**config.mk**
```make
export PLATFORM = sky130hd
export DESIGN_NAME = registerFile_flat
export DESIGN_NICKNAME = d
export VERILOG_FILES = /design/src/regCtrlIf.sv /design/src/registerFile.sv /design/src/flat_wrapper.sv
export SDC_FILE = /design/constraint.sdc
export NUM_CORES = 1
export LEC_CHECK = 0
export BUFFER_PORTS_ARGS = -buffer_cell sky130_fd_sc_hd__buf_2
export CAP_MARGIN = 5
export CORE_AREA = 2 2 247 249
export DETAILED_ROUTE_END_ITERATION = 10
export DIE_AREA = 0 0 249 251
export GPL_TIMING_DRIVEN = 0
export PLACE_DENSITY = 0.67
export SETUP_SLACK_MARGIN = 0.02
export SLEW_MARGIN = 40
export SYNTH_ARGS = -nofsm -noshare
export SYNTH_HDL_FRONTEND = slang
export SYNTH_SLANG_ARGS = --single-unit
```
**constraint.sdc**
```tcl
create_clock -name clk -period 1.7 [get_ports clk]
set_clock_uncertainty 0.05 [all_clocks]
set_input_delay 0.17 -clock clk [delete_from_list [all_inputs] [get_ports clk]]
set_output_delay 0.17 -clock clk [all_outputs]
set_load 0.01 [all_outputs]
```
**src/regCtrlIf.sv**
```systemverilog
`timescale 1ns/1ps

interface regCtrlIf #(
    parameter int dataWidth = 32,
    parameter int numRegs   = 16
);

    logic [numRegs-1:0]   regIn;    // Load strobes
    logic [numRegs-1:0]   regOut;   // Drive strobes
    logic [dataWidth-1:0] busData;
    logic [dataWidth-1:0] regData;  // Zero when no strobe set

    modport ctrl (
        input  regOut,
        input  regData,
        output busData
    );

    // Register file side
    modport regs (
        input  regIn,
        input  regOut,
        input  busData,
        output regData
    );

endinterface

```
**src/registerFile.sv**
```systemverilog
`timescale 1ns/1ps

module registerFile #(
    parameter int dataWidth = 32,
    parameter int numRegs   = 16
) (
    input logic    clk,
    input logic    arstN,
    regCtrlIf.regs rc
);

    logic [dataWidth-1:0] regBank [numRegs];

    always_ff @(posedge clk or negedge arstN) begin
        if (!arstN) begin
            for (int i = 0; i < numRegs; i++) begin
                regBank[i] <= '0;
            end
        end else begin
            // Any number of registers may load in one cycle
            for (int i = 0; i < numRegs; i++) begin
                if (rc.regIn[i]) begin
                    regBank[i] <= rc.busData;
                end
            end
        end
    end

    // Lowest set strobe wins
    always_comb begin
        rc.regData = '0;
        for (int i = numRegs - 1; i >= 0; i--) begin
            if (rc.regOut[i]) begin
                rc.regData = regBank[i];
            end
        end
    end

    regOutOneHot: assert property (
        @(posedge clk) disable iff (!arstN)
        $onehot0(rc.regOut)
    ) else $error("registerFile: more than one regOut strobe set (%b)", rc.regOut);

endmodule

```
**src/flat_wrapper.sv**
```systemverilog
// flat-port wrapper written by rule: the top's interface ports become plain ports
module registerFile_flat 
#(
    parameter int dataWidth = 32,
    parameter int numRegs   = 16
)
  (clk, arstN, rc_regIn, rc_regOut, rc_busData, rc_regData);
  regCtrlIf #(.dataWidth(dataWidth), .numRegs(numRegs)) rc_i ();
  input logic clk;
  input logic arstN;
  input wire logic [$bits(rc_i.regIn)-1:0] rc_regIn;
  input wire logic [$bits(rc_i.regOut)-1:0] rc_regOut;
  input wire logic [$bits(rc_i.busData)-1:0] rc_busData;
  output wire logic [$bits(rc_i.regData)-1:0] rc_regData;
  assign rc_i.regIn = rc_regIn;
  assign rc_i.regOut = rc_regOut;
  assign rc_i.busData = rc_busData;
  assign rc_regData = rc_i.regData;
  registerFile #(.dataWidth(dataWidth), .numRegs(numRegs)) u_core (.clk(clk), .arstN(arstN), .rc(rc_i));
endmodule
```
==> flow_summary.yaml <==
power_and_ir_drop:
  cellLeakagePower_nw: 11.5
  ir_drop_mv: 0.815
  powerDensity_mw_per_mm2: 1030
logic_synthesis:
  yosys_warnings: 0
  yosys.area.top_type_share: 0.541
  synth.area.top_cells: "dfrtp_1, mux2_2, o221ai_1"
  mappedNetlistArea_mm2: 0.0237
  netlist_top_cells_count: "dfrtp_1, mux2_2, clkbuf_1"
  synth_edf_count: 0
  syn_avg_cell_area_um2: 12.6
  synth_nets: 1953
  ys_seq_elements: 512
  synthCells: 1887
  yosys.cell_types.count: 40
  synth_flop_cell: "dfrtp_1"
  synthArstFlopShare: 1.00
  yosysMostFrequentCell: "dfrtp_1"
  synth_top_cell_by_area: "dfrtp_1"
  seq_area_frac_synth: 0.541
cts:
  cts_tree: "yes"
  worstSkewPairLatency_ns: 0.57
  htree_num_levels: 2
  cts_buffer_depth: 3
  cts_sinks: 512
  clockRootBuffer: "clkbuf_16"
  cts_buffers: 50
  clkSlewWorstSetupHoldPaths_ns: 0.06
placement:
  gp_congestion: 0.904
  port_buffers: 78
  place_area_mm2: 0.0253
  post-place-ws_ns: -0.923
  hpwl_um: 50600
global_routing:
  antenna_found_initial: 1
  grt_util_all_layers: 0.217
  grt.overflow.total: 0
  grt_pass1_wl_um: 106000
  grt_pass1_vias: 17900
  grt_max_degree: 80
cells_and_area:
  layout.nets: 2129
  largestRegisters: "u_core.regBank: 512 flops"
  drive_gt1_frac: 0.375
  stdcell_area_mm2: 0.0282
  regMostFlops: "u_core.regBank"
  nFillCells: 5218
  area_growth_pct: 19.0
  largest_reg_flops: 512
min_path:
  min_path_cells: 2
  min_from: "rc_regIn[4]"
  whs_endpoint: "u_core.regBank[352]"
  hp-class: "in2reg"
floorplanning:
  core-area_mm2: 0.0598
  num_rows: 90
  die_w_um: 249
  dieArea_mm2: 0.0625
  fp.dieH_um: 251
  boundaryPins: 98
  initial_utilization: 0.396
run:
  drv_cap: 0
setup_path:
  r2r_setup_slack_ns: 0.77
  crit_fanout: 2
  end_kind: "primary output"
  reg2reg_to: "u_core.regBank[304]"
  crit_slowest_cell: "dfrtp_1"
  r2r_start: "u_core.regBank[304]"
  worst-setup-path-type: "reg2out"
  required_ns: 1.48
  cpPeakStageDelay_ns: 0.40
  arrival_ns: 2.16
  critPathLaunch: "u_core.regBank[317]"
  start_kind: "flip-flop"
  crit_chain: "and4bb_2 > a2111oi_4 > o221ai_2 > a41o_1 > buf_2"
  reg2reg_depth: 2
drt:
  antenna_left: 0
  routed_wl_um: 69200
  routedWlPerCell_um: 24.1
  drc: 0
  via_per_inst: 5.99
  drt_first_pass_iters: 5
  drtIter0Drc: 1486
  vias: 17200
timing:
  layout_setup_ws_ns: -0.677
  setup_violations: 32
  finalMaxSlewViolations: 0
  relSlewSlack: 0.483
  rsz0062_at_grt: "true"
  max_freq_mhz: 421
  min_period_over_period: 1.40
  hold_violations: 0
  worst_slew_pin_slew_ns: 0.775
  fin_crit_ns: 2.38
outcome:
  violations: "setup timing"
  status: "complete, but fails checks"
==> how the worst max path moves through the flow <==
stage / to
after floorplan: rc_regData[0]
after global placement: u_core.regBank[66]
after detailed placement: rc_regData[30]
after CTS: rc_regData[29]
after global routing: rc_regData[9]
final: rc_regData[29]
==> per-stage QoR <==
stage | hold WS [ns] | util | setup TNS, ns | power [W] | cells
after floorplan | -0.176 | - | 0 | 0.0167 | 1887
after global placement | 0.431 | 0.419 | -4899.54 | 0.0181 | 2747
after detailed placement | -0.0511 | 0.423 | -22.01 | 0.0184 | 2754
after CTS | 0.0144 | 0.467 | -19.35 | 0.0290 | 2871
after global routing | 0.0344 | 0.471 | -20.23 | 0.0302 | 2873
final | 0.0299 | 0.472 | -18.48 | 0.0291 | 2876
==> metal layers <==
| metal | track usage | vias to the layer above | routed length (um) |
|---|---|---|---|
| li1 | - | 7439 | - |
| met1 | 0.294 | 9010 | 30000 |
| met2 | 0.357 | 628 | 32800 |
| met3 | 0.0386 | 137 | 4500 |
| met4 | 0.0674 | 0 | 1940 |
| met5 | 0 | - | 0 |
==> cells by family after synthesis <==
family / share of synthesized area
AOI/OAI and AO/OA: 0.152
buffers and inverters: 0.0450
DFF: 0.541
muxes: 0.213
and+or+nand+nor: 0.0487
==> power by group <==
part	internal (W)	total (W)	switching [W]
Combinational	0.00210	0.00462	0.00253
Sequential	0.0134	0.0141	0.000725
Clock	0.00576	0.0104	0.00463
==> critical path, delay by kind of cell, from the launching register on <==
| family | cells | cell delay, ns |
|---|---|---|
| buffers and inverters | 1 | 0.15 |
| AO/OA/AOI/OAI | 3 | 0.77 |
| flip-flops | 1 | 0.40 |
| AND/OR/NAND/NOR | 1 | 0.28 |
==> layout by cell type, fill, tap and decap left out, types with 4 or more instances in the layout <==
cell type	count
a2111oi_4	32
a221oi_1	60
a22oi_1	62
a41o_1	29
and2_1	8
and2_4	23
buf_1	39
buf_16	7
buf_2	95
buf_4	5
buf_6	8
clkbuf_1	120
clkbuf_16	51
clkbuf_2	29
clkbuf_8	7
dfrtp_1	512
diode_2	4
dlygate4sd3_1	34
inv_1	67
mux2_2	449
nand2_1	97
nor2_1	31
nor2b_1	6
nor4bb_1	4
nor4bb_2	5
nor4bb_4	19
o211ai_1	32
o21ai_0	64
o221ai_1	32
o221ai_2	32
o22ai_1	62
o31ai_1	30
==> repair_timing <==
| action | CTS | global route |
|---|---|---|
| pin swaps | 61 | 51 |
| endpoints found under the hold margin | 345 | 0 |
| hold buffers | 34 | 0 |
| setup buffers | 4 | 1 |
| gates resized for setup | 108 | 87 |
| endpoints found under the setup margin | 32 | 32 |
==> area by class of cell <==
type,instances,area [um2],area share
antenna,4,10.0,0.000355
buffer,199,855,0.0303
clock buffer,75,1440,0.0509
clock inverter,4,23.8,0.000843
inverter,67,251,0.00892
multi-input combinational,1109,10800,0.384
sequential,512,12800,0.454
tap,782,978,0.0347
timing repair buffer,124,1000,0.0355
(Power assumes the default switching activity.)
