`src/cpuPkg.sv`:
```
package cpuPkg;

    localparam int wordWidth = 32;  // One half of Z
    localparam int opWidth   = 5;
    localparam int immWidth  = 19;  // Immediate in the low IR bits

    // ALU operation codes
    typedef enum logic [opWidth-1:0] {
        addOp  = 5'b00011,
        subOp  = 5'b00100,
        andOp  = 5'b00101,
        orOp   = 5'b00110,
        rorOp  = 5'b00111,
        rolOp  = 5'b01000,
        shrOp  = 5'b01001,
        shraOp = 5'b01010,
        shlOp  = 5'b01011,
        negOp  = 5'b01100,
        notOp  = 5'b01101,
        mulOp  = 5'b01110,
        divOp  = 5'b01111
    } aluOpE;

    // Remainder sits in the upper word
    typedef struct packed {
        logic [wordWidth-1:0] remainder;
        logic [wordWidth-1:0] quotient;
    } divResultT;

    // Z as one 64-bit word or as a divide result
    typedef union packed {
        logic [2*wordWidth-1:0] full;
        divResultT              divResult;
    } zWordU;

endpackage

```
`src/regCtrlIf.sv`:
```
`timescale 1ns/1ps

interface regCtrlIf #(
    parameter int dataWidth = 32,
    parameter int numRegs   = 16
);

    logic [numRegs-1:0]   regIn;    // Load strobes
    logic [numRegs-1:0]   regOut;   // Drive strobes
    logic [dataWidth-1:0] busData;
    logic [dataWidth-1:0] regData;  // Zero when no strobe set

    modport ctrl (
        input  regOut,
        input  regData,
        output busData
    );

    // Register file side
    modport regs (
        input  regIn,
        input  regOut,
        input  busData,
        output regData
    );

endinterface

```
`src/busMux.sv`:
```
`timescale 1ns/1ps

module busMux #(
    parameter int dataWidth = 32,
    parameter int numRegs   = 16
) (
    input logic                 clk,
    input logic                 arstN,
    regCtrlIf.ctrl              rc,
    input logic                 hiOut,
    input logic                 loOut,
    input logic                 zHighOut,
    input logic                 zLowOut,
    input logic                 pcOut,
    input logic                 mdrOut,
    input logic                 inPortOut,
    input logic                 cOut,
    input logic [dataWidth-1:0] hiValue,
    input logic [dataWidth-1:0] loValue,
    input cpuPkg::zWordU        zValue,
    input logic [dataWidth-1:0] pcValue,
    input logic [dataWidth-1:0] mdrValue,
    input logic [dataWidth-1:0] irValue,
    input logic [dataWidth-1:0] inPortValue
);

    logic [dataWidth-1:0] immExt;
    logic [numRegs+7:0]   drivers;

    // Sign-extended immediate from IR
    assign immExt = {{(dataWidth - cpuPkg::immWidth){irValue[cpuPkg::immWidth-1]}},
                     irValue[cpuPkg::immWidth-1:0]};

    assign drivers = {cOut, inPortOut, mdrOut, pcOut, zLowOut, zHighOut, loOut, hiOut,
                      rc.regOut};

    // Priority follows source numbering with registers first
    always_comb begin
        if (|rc.regOut)
            rc.busData = rc.regData;
        else if (hiOut)
            rc.busData = hiValue;
        else if (loOut)
            rc.busData = loValue;
        else if (zHighOut)
            rc.busData = zValue.full[2*dataWidth-1:dataWidth];
        else if (zLowOut)
            rc.busData = zValue.full[dataWidth-1:0];
        else if (pcOut)
            rc.busData = pcValue;
        else if (mdrOut)
            rc.busData = mdrValue;
        else if (inPortOut)
            rc.busData = inPortValue;
        else if (cOut)
            rc.busData = immExt;
        else
            rc.busData = '0;  // Idle bus
    end

    singleDriver: assert property (
        @(posedge clk) disable iff (!arstN)
        $onehot0(drivers)
    ) else $error("busMux: more than one bus driver active (%b)", drivers);

endmodule

```
`src/flat_wrapper.sv`:
```
// flat-port wrapper written by rule: the top's interface ports become plain ports
module busMux_flat 
#(
    parameter int dataWidth = 32,
    parameter int numRegs   = 16
)
  (clk, arstN, hiOut, loOut, zHighOut, zLowOut, pcOut, mdrOut, inPortOut, cOut, hiValue, loValue, zValue, pcValue, mdrValue, irValue, inPortValue, rc_regOut, rc_regData, rc_busData);
  regCtrlIf #(.dataWidth(dataWidth), .numRegs(numRegs)) rc_i ();
  input logic clk;
  input logic arstN;
  input logic hiOut;
  input logic loOut;
  input logic zHighOut;
  input logic zLowOut;
  input logic pcOut;
  input logic mdrOut;
  input logic inPortOut;
  input logic cOut;
  input logic [dataWidth-1:0] hiValue;
  input logic [dataWidth-1:0] loValue;
  input cpuPkg::zWordU zValue;
  input logic [dataWidth-1:0] pcValue;
  input logic [dataWidth-1:0] mdrValue;
  input logic [dataWidth-1:0] irValue;
  input logic [dataWidth-1:0] inPortValue;
  input wire logic [$bits(rc_i.regOut)-1:0] rc_regOut;
  input wire logic [$bits(rc_i.regData)-1:0] rc_regData;
  output wire logic [$bits(rc_i.busData)-1:0] rc_busData;
  assign rc_i.regOut = rc_regOut;
  assign rc_i.regData = rc_regData;
  assign rc_busData = rc_i.busData;
  busMux #(.dataWidth(dataWidth), .numRegs(numRegs)) u_core (.clk(clk), .arstN(arstN), .rc(rc_i), .hiOut(hiOut), .loOut(loOut), .zHighOut(zHighOut), .zLowOut(zLowOut), .pcOut(pcOut), .mdrOut(mdrOut), .inPortOut(inPortOut), .cOut(cOut), .hiValue(hiValue), .loValue(loValue), .zValue(zValue), .pcValue(pcValue), .mdrValue(mdrValue), .irValue(irValue), .inPortValue(inPortValue));
endmodule
```
`config.mk`:
```
export PLATFORM = sky130hd
export DESIGN_NAME = busMux_flat
export DESIGN_NICKNAME = d
export VERILOG_FILES = /design/src/cpuPkg.sv /design/src/regCtrlIf.sv /design/src/busMux.sv /design/src/flat_wrapper.sv
export SDC_FILE = /design/constraint.sdc
export NUM_CORES = 1
export LEC_CHECK = 0
export BUFFER_PORTS_ARGS = -buffer_cell sky130_fd_sc_hd__buf_2
export CAP_MARGIN = 25
export CELL_PAD_IN_SITES_DETAIL_PLACEMENT = 1
export CELL_PAD_IN_SITES_GLOBAL_PLACEMENT = 1
export CORE_AREA = 2 2 134 136
export DETAILED_ROUTE_END_ITERATION = 6
export DIE_AREA = 0 0 136 138
export PLACE_DENSITY_LB_ADDON = 0.1
export SLEW_MARGIN = 20
export SYNTH_ARGS = -nofsm -noshare
export SYNTH_HDL_FRONTEND = slang
export SYNTH_SLANG_ARGS = --single-unit
```
`constraint.sdc`:
```
create_clock -name vclk -period 1.9
set_clock_uncertainty 0.2 [all_clocks]
set_input_delay 0.285 -clock vclk [all_inputs]
set_output_delay 0.285 -clock vclk [all_outputs]
set_load 0.005 [all_outputs]
```
==> impl_metrics.tcl <==
set metrics [dict create \
    hpwl_um 17110 \
    worst_slew_pin_slew_ns 0.3825 \
    finalCritPeriodShare_pct 121.9 \
    n_clock_buffer 0 \
    final_net_count 1122 \
    rows 49 \
    synth_area_mm2 0.002888 \
    min_period_ns 2.316 \
    ys_seq_area_share_pct 0 \
    area_delta_synth_final_pct 103.9 \
    dieArea_mm2 0.01877 \
    hold_buffers 0 \
    fin_setup_tns_ns -9.953 \
    design_area_mm2 0.005889 \
    cp_num_buf_inv 4 \
    drt_iter0_drc 145 \
    fillers 2259 \
    io_pins 346 \
    regArea_um2 0 \
    dp_cells 1026 \
    num_vias 5171 \
    failed_checks "negative setup slack" \
    ir_drop_v 0.00005821 \
    power_density_mw_per_mm2 193.5 \
    wl_per_cell_um 19.93 \
    max_slew_margin_pct 74.44 \
    layout_common_cells "buf_2 (327), inv_1 (96), a21oi_1 (70)" \
    finalHoldViolCount 0 \
    core_mm2 0.01753 \
    dp_slack_ns -0.5938 \
    grt_use_total_pct 20.37 \
    maxCapViolCount 0 \
    finalSetupViolCount 32 \
    drc_errors 0 \
    avgSynthCellArea_um2 6.264 \
    setup_ws_ns -0.4158 \
    synth_cell_types 25 \
    leakagePower_nw 2.936 \
    ys.warnings.count 0 \
    layout_commonest_cell "buf_2" \
    slowest_delay_ns 0.31 \
    min_path_type "in -> out" \
    cpMostUsedCell "buf_2" \
    outcome "complete, but fails checks" \
    cp.arrival_ns 1.83 \
    io_buffers 331 \
    place_area_mm2 0.005358 \
    cp-end-kind "primary output" \
    ant_nets 0 \
    hold_path_startpoint "rc_regData[17]" \
    instances_no_fill 1039 \
    die_h_um 138 \
    grt-ovfl-total 0 \
    drt_wl_total_um 20700 \
    start_util_pct 16.47 \
    crit_type "in -> out" \
    seq_cell_count 0 \
    grt_pass1_wl_um 30170 \
    die_w_um 136 \
    critPathSlowestCell "nor4_4" \
    drive_above_1_share_pct 57.57 \
    gp_congestion 0.8886 \
    multi_input_area_mm2 0.002723 \
    grt_pass1_vias 5535 \
    synth_fp_nets 775 \
    routed_via_density 4.977 \
    fmax_mhz 431.8 \
    path_cells "buf_2, nor4_4, nand4_2, buf_12, buf_6, a2111oi_4, a221o_1, buf_2" \
    dr.pass1.iters 4 \
    slew_violations 0 \
    grt_max_degree 48 \
    antenna_found_initial 8 \
    crit_required_ns 1.41 \
    crit_family "buffers and inverters" \
    rsz0062_at_grt "true" \
    critPathLaunchType "primary input" \
    path_max_fanout 37 \
    critical_path.startpoint "rc_regOut[1]" \
    synth_cells 461 \
]
[what timing repair did]
action                     4_1_cts  5_1_grt
setup buffers                    6        4
setup endpoints to repair       32       32
hold endpoints to repair         0        0
gates cloned                     1        2
gates resized for setup         39       48
pin swaps                       15        5
[layout make-up]
type               instances  share of cell area [%]
well taps                229                   4.865
diodes                     4                  0.1700
repair buffers           403                   42.62
multi-input cells        307                   46.23
inverters                 96                   6.119
[synth_stat cells (all sizes together)]
master    n  area (um^2)
a2111oi  18        239.0
a211o    18        157.7
a21oi    70        350.3
a221o    49        490.5
a221oi   46        402.9
a22oi    13        97.59
a31oi    14        87.58
and4      1        8.760
buf      22        121.4
clkbuf   36        135.1
inv      96        360.4
nand2     2        7.510
nand3b    1        7.510
nand4     1        12.51
nor2     15        56.30
nor2b    21        131.4
nor3     18        90.09
nor4      4        50.05
o21ai    15        75.07
or2       1        6.260
[report_power, final]
part	total [mW]	switching (mW)	internal (mW)
registers	0	0	0
logic	1.14	0.568	0.572
clock network	0.000000281	0	0.000000281
[worst min-delay path, stage by stage]
cell	delay [ns]
buf_2	0.08
a221o_1	0.12
buf_2	0.10
[through the flow]
stage          hold WS [ns]  total power, mW  utilization (%)
2_1_floorplan        0.4977           0.4562                -
3_3_place_gp         0.6728            1.036            30.56
3_5_place_dp         0.6700            1.056            30.56
4_1_cts              0.6700            1.118            31.87
5_1_grt              0.6766            1.246            33.55
6_report             0.6697            1.140            33.59
[final timing paths]
path                    endpoint  slack (ns)  cells after the start
hold / removal    rc_busData[17]        0.67                      3
setup / recovery   rc_busData[6]       -0.42                      8
[metal layers]
| metal | global-route usage (%) | share of wire (%) | wire length (um) |
|---|---|---|---|
| met1 | 21.38 | 35 | 7309 |
| met2 | 39.94 | 53 | 10920 |
| met3 | 4.474 | 8.4 | 1749 |
| met4 | 5.318 | 3.4 | 698 |
| met5 | 0 | 0.13 | 27 |
[kinds of logic (layout without fill, tap and decap cells)]
family / count (synthesis) / in the layout / synth area share, %
buffers and inverters: 154 / 499 / 21.36
and+or+nand+nor: 64 / 64 / 12.83
other: 0 / 4 / 0
AOI/OAI and AO/OA: 243 / 243 / 65.81
No activity file was read; power rests on OpenSTA's default activity.
