### src/cpuPkg.sv
package cpuPkg;

    localparam int wordWidth = 32;  // One half of Z
    localparam int opWidth   = 5;
    localparam int immWidth  = 19;  // Immediate in the low IR bits

    // ALU operation codes
    typedef enum logic [opWidth-1:0] {
        addOp  = 5'b00011,
        subOp  = 5'b00100,
        andOp  = 5'b00101,
        orOp   = 5'b00110,
        rorOp  = 5'b00111,
        rolOp  = 5'b01000,
        shrOp  = 5'b01001,
        shraOp = 5'b01010,
        shlOp  = 5'b01011,
        negOp  = 5'b01100,
        notOp  = 5'b01101,
        mulOp  = 5'b01110,
        divOp  = 5'b01111
    } aluOpE;

    // Remainder sits in the upper word
    typedef struct packed {
        logic [wordWidth-1:0] remainder;
        logic [wordWidth-1:0] quotient;
    } divResultT;

    // Z as one 64-bit word or as a divide result
    typedef union packed {
        logic [2*wordWidth-1:0] full;
        divResultT              divResult;
    } zWordU;

endpackage

### src/specialRegs.sv
`timescale 1ns/1ps

module specialRegs #(
    parameter int dataWidth = 32
) (
    input  logic                 clk,
    input  logic                 arstN,
    input  logic [dataWidth-1:0] busData,
    input  cpuPkg::zWordU        zNext,
    input  logic [dataWidth-1:0] mDataIn,
    input  logic [dataWidth-1:0] inPortData,
    input  logic                 hiIn,
    input  logic                 loIn,
    input  logic                 zIn,
    input  logic                 pcIn,
    input  logic                 marIn,
    input  logic                 mdrIn,
    input  logic                 read,
    input  logic                 irIn,
    input  logic                 yIn,
    input  logic                 inPortIn,
    output logic [dataWidth-1:0] hiValue,
    output logic [dataWidth-1:0] loValue,
    output cpuPkg::zWordU        zValue,
    output logic [dataWidth-1:0] pcValue,
    output logic [dataWidth-1:0] mdrValue,
    output logic [dataWidth-1:0] marValue,
    output logic [dataWidth-1:0] irValue,
    output logic [dataWidth-1:0] yValue,
    output logic [dataWidth-1:0] inPortValue
);

    always_ff @(posedge clk or negedge arstN) begin
        if (!arstN) begin
            hiValue     <= '0;
            loValue     <= '0;
            zValue      <= '0;
            pcValue     <= '0;
            mdrValue    <= '0;
            marValue    <= '0;
            irValue     <= '0;
            yValue      <= '0;
            inPortValue <= '0;
        end else begin
            if (hiIn)
                hiValue <= busData;
            if (loIn)
                loValue <= busData;
            if (zIn)
                zValue <= zNext;  // Full 64-bit result
            if (pcIn)
                pcValue <= busData;
            if (marIn)
                marValue <= busData;
            // Memory read or bus write
            if (mdrIn)
                mdrValue <= read ? mDataIn : busData;
            if (irIn)
                irValue <= busData;
            if (yIn)
                yValue <= busData;
            if (inPortIn)
                inPortValue <= inPortData;  // Sampled from outside
        end
    end

    readNeedsMdrIn: assert property (
        @(posedge clk) disable iff (!arstN)
        read |-> mdrIn
    ) else $error("specialRegs: read high without mdrIn");

endmodule
### config.mk
export PLATFORM = sky130hd
export DESIGN_NAME = specialRegs
export DESIGN_NICKNAME = d
export VERILOG_FILES = /design/src/cpuPkg.sv /design/src/specialRegs.sv
export SDC_FILE = /design/constraint.sdc
export NUM_CORES = 1
export LEC_CHECK = 0
export BUFFER_PORTS_ARGS = -buffer_cell sky130_fd_sc_hd__clkbuf_2
export CAP_MARGIN = 40
export CELL_PAD_IN_SITES_DETAIL_PLACEMENT = 1
export CELL_PAD_IN_SITES_GLOBAL_PLACEMENT = 1
export CORE_ASPECT_RATIO = 1.2
export CORE_MARGIN = 2
export CORE_UTILIZATION = 30
export CTS_BUF_LIST = sky130_fd_sc_hd__clkbuf_16
export DETAILED_ROUTE_END_ITERATION = 16
export GPL_TIMING_DRIVEN = 0
export PLACE_DENSITY = 0.61
export SLEW_MARGIN = 15
export SYNTH_ARGS = -nofsm -noshare
export SYNTH_HDL_FRONTEND = slang
export SYNTH_SLANG_ARGS = --single-unit
### constraint.sdc
create_clock -name clk -period 0.8 [get_ports clk]
set_input_delay 0.08 -clock clk [delete_from_list [all_inputs] [get_ports clk]]
set_output_delay 0.08 -clock clk [all_outputs]
set_load 0.01 [all_outputs]
==> results.txt <==
----------------------------------------------------
[CTS]
  Total clock sinks ... 320
  Number of clock buffers inserted by TritonCTS ... 36
  Clock root cell ... sky130_fd_sc_hd__clkbuf_16
  Worst-path clk slew ... 60 ps
  Longest Clk Path Bufs ... 3
  TritonCTS clock tree ... yes
  Clock insertion delay at the later pin of the skew report ... 520 ps
  Number of H-tree levels ... 2

[Routing]
  Metal-1 WL ... about 18000 um
  Routed met3 length ... 3050 um
  Number of DRC markers after the initial detailed-route iteration ... 322
  Antenna Nets Post-Route ... 0
  Post-route DRC violation count ... 0
  Top metal layer carrying routed signals ... met4
  Wire length reported by the detailed router ... approximately 48000 um
  Number of vias per cell after detailed routing ... 4.51
  WL/cell ... 22.6 um
  Initial DRT Pass Iterations ... 6
  Number of vias after detailed routing ... 9532
  Met2 wire length ... between 20000 and 30000 um

[Timing]
  Setup Skew ... 0 ps
  Total count of hold-check failures in the final report ... between 200 and 250
  Worst path setup slack after routing ... -385 ps
  Period utilization ... 1.48
  RSZ-0062 raised after global routing ... yes
  Remaining max-slew budget at the tightest pin ... 0.598
  Worst hold margin ... -528 ps
  Highest clock frequency the design can meet ... 0.844 GHz
  Number of slew-limit violations in the final report ... 0
  Setup violators final ... 419
  Setup TNS ... -110140 ps
  Slew of the pin with the lowest slew margin ... 603 ps
  Final critical-path required period ... 1180 ps

[Finish]
  Number of standard cells in the final layout excluding fillers ... 2115
  Layout Nets ... 1715
  Area growth from synthesis to layout ... 62.4%
  Final Cell Area ... between 0.02 and 0.025 mm2
  Share of final-layout standard cells stronger than drive strength 1 ... 0.621

[Die]
  Die height ... 230 um
  Initial cell density of the core ... 0.305
  Die ar. ... 0.0442 mm2
  Number of top-level pins ... 492
  Row count ... 82
  Core area ... around 0.042 mm2
  Die outline width ... a little under 200 um

[Power]
  Leakage power ... 0.0101 uW
  Share of power burned in registers ... 0.422
  Cell internal pwr ... 33000 uW
  Sw Ratio ... 0.266
  Clock Power Share ... 0.366
  Pwr Density ... ~2200 mW/mm2
  Overall power of the completed layout ... 44900 uW
  VDD IR-drop max ... 0.00141 V
  Combinational group share of total power ... 0.212
  Sw power ... between 10000 and 15000 uW

[Critical path]
  Top fanout value on the critical path ... 2
  Max incr delay on CP ... 420 ps
  Crit path required time ... 720 ps
  Slack of the worst reg-to-reg path ... -200 ps
  Buf+Inv Stages, Crit Path ... 1
  Critical path start-end classification ... reg -> out
  Worst Setup Start Kind ... flip-flop
  Family with the most delay on the worst path ... flip-flops
  Library cell contributing the largest single delay on the critical path ... sky130_fd_sc_hd__dfrtp_1
  Crit path cell chain ... clkbuf_2
  Worst endpoint data arrival time ... 1100 ps
  Worst setup EP type ... primary output

[Outcome]
  Violated checks ... negative hold slack, negative setup slack
  Outcome ... finished, violations left

[Placed design]
  Routability-driven placement congestion ratio ... 0.777
  Placed insts ... 1780
  Port-buffer cells ... 481
  Total placed instance area ... 0.0159 mm2
  Final HPWL DP ... 30600 um

[Worst hold path]
  Worst hold path type ... in -> async

[Logic synthesis]
  Number of nets produced by synthesis ... 922
  Async set or reset register ratio after synthesis ... 1.00
  Library cell with the highest instance count after synthesis ... sky130_fd_sc_hd__dfrtp_1
  Number of enable flip-flop cells after synthesis ... 0
  Share of synthesized area occupied by flip-flops and latches ... 0.628
  Seq cells post-synth ... 320
  Post-synthesis instance area ... 0.0128 mm2
  Share of Yosys cell area claimed by the top area cell type ... 0.628
  Leading register cell type out of synthesis ... sky130_fd_sc_hd__dfrtp_1
  Synthesized instance count ... 750
  Synth warn ... 0
  Ranking of synthesized cells by instance count ... 320 x sky130_fd_sc_hd__dfrtp_1, 191 x sky130_fd_sc_hd__mux2_2, 97 x sky130_fd_sc_hd__mux2_4
  Synth unique cells ... 12
  Largest area contributor in the netlist ... sky130_fd_sc_hd__dfrtp_1
  Post-synthesis area per instance ... around 17 um2
  Biggest area contributors in the synthesized netlist ... sky130_fd_sc_hd__dfrtp_1 63%, sky130_fd_sc_hd__mux2_2 17%, sky130_fd_sc_hd__mux2_4 11%

[Global route]
  Maximum number of pins on one net before global-route repair ... 93
  Global route overflow ... 0
  Total Routing Usage GR ... 0.201
  Initial antenna violation count ... 1
  Global-route wire length before repair ... roughly 67000 um
  Vias in the first global route ... ~10000

[Job]
  Number of max-capacitance violations reported ... 0

----------------------------------------------------
## registers in the layout (all words and copies together), names as in the netlist
signal       cells
loValue         32
yValue          32
pcValue         32
marValue        32
irValue         32
zValue          64
hiValue         32
mdrValue        32
inPortValue     32
## final timing paths
kind / cells past startpoint / to / from
max reg2reg: 3 / zValue[26] / zValue[26]
min reg2reg: 1 / pcValue[10] / pcValue[10]
min in group clk: 2 / zValue[63] / zIn
max in group asynchronous: 3 / zValue[9] / arstN
min: 1 / marValue[12] / arstN
max: 1 / zValue[47] / zValue[47]
## area by class of cell
cell class                 count  area (um2)
fill                        4230       21100
timing repair buffer         755        6040
clock inverter                26         218
sequential                   320        8010
buffer                        46         539
multi-input combinational    384        4300
tap                          546         683
antenna                        1        2.50
clock buffer                  37         926
## power by group through the flow
| stage | Combinational [uW] | Clock [uW] | Sequential (uW) |
|---|---|---|---|
| 2_1_floorplan | 2590 | 0 | 19700 |
| 3_3_place_gp | 6800 | 0 | 19000 |
| 3_5_place_dp | 6970 | 0 | 19000 |
| 4_1_cts | 8120 | 16900 | 18700 |
| 5_1_grt | 10100 | 17600 | 19200 |
| 6_report | 9510 | 16400 | 19000 |
## through the flow
stage                     utilization  setup slack (ps)
after global routing            0.495              -415
after CTS                       0.459              -417
after floorplan                     -              13.7
final                           0.495              -385
after detailed placement        0.381              -658
after global placement          0.379             -7610
## kinds of logic after synthesis
group	count (synthesis)	share of synthesized area
muxes	320	0.308
DFF	320	0.628
and+or+nand+nor	32	0.00942
AOI/OAI and AO/OA	32	0.0126
buffers and inverters	46	0.0420
## what timing repair did
action | in CTS | in global routing
hold endpoints to repair | 543 | 245
hold buffers | 169 | 4
endpoints found under the setup margin | 415 | 485
pin swaps | 0 | 3
resized for setup | 10 | 422
setup buffers | 54 | 70
gates cloned | 0 | 2
## routing by layer
metal  vias up  global-route usage
li1       4210                   -
met1      4915               0.231
met2       350               0.372
met3        57              0.0499
met4         0              0.0482
met5         -                   0
## placed cells by master, fill, tap and decap left out, types with 6 or more instances in the layout
master                          netlist  layout
sky130_fd_sc_hd__clkbuf_2             0     340
sky130_fd_sc_hd__dfrtp_1            320     320
sky130_fd_sc_hd__buf_6               30     209
sky130_fd_sc_hd__mux2_2             191     179
sky130_fd_sc_hd__dlygate4sd3_1        0     169
sky130_fd_sc_hd__mux2_4              97     109
sky130_fd_sc_hd__buf_4                0      50
sky130_fd_sc_hd__clkbuf_16            0      39
sky130_fd_sc_hd__mux2i_1             32      32
sky130_fd_sc_hd__a21oi_1             32      29
sky130_fd_sc_hd__nor2_1              32      26
sky130_fd_sc_hd__buf_2                5      10
sky130_fd_sc_hd__clkinv_1             0       8
sky130_fd_sc_hd__inv_1                0       8
sky130_fd_sc_hd__buf_12               6       6
(Power assumes the default switching activity.)
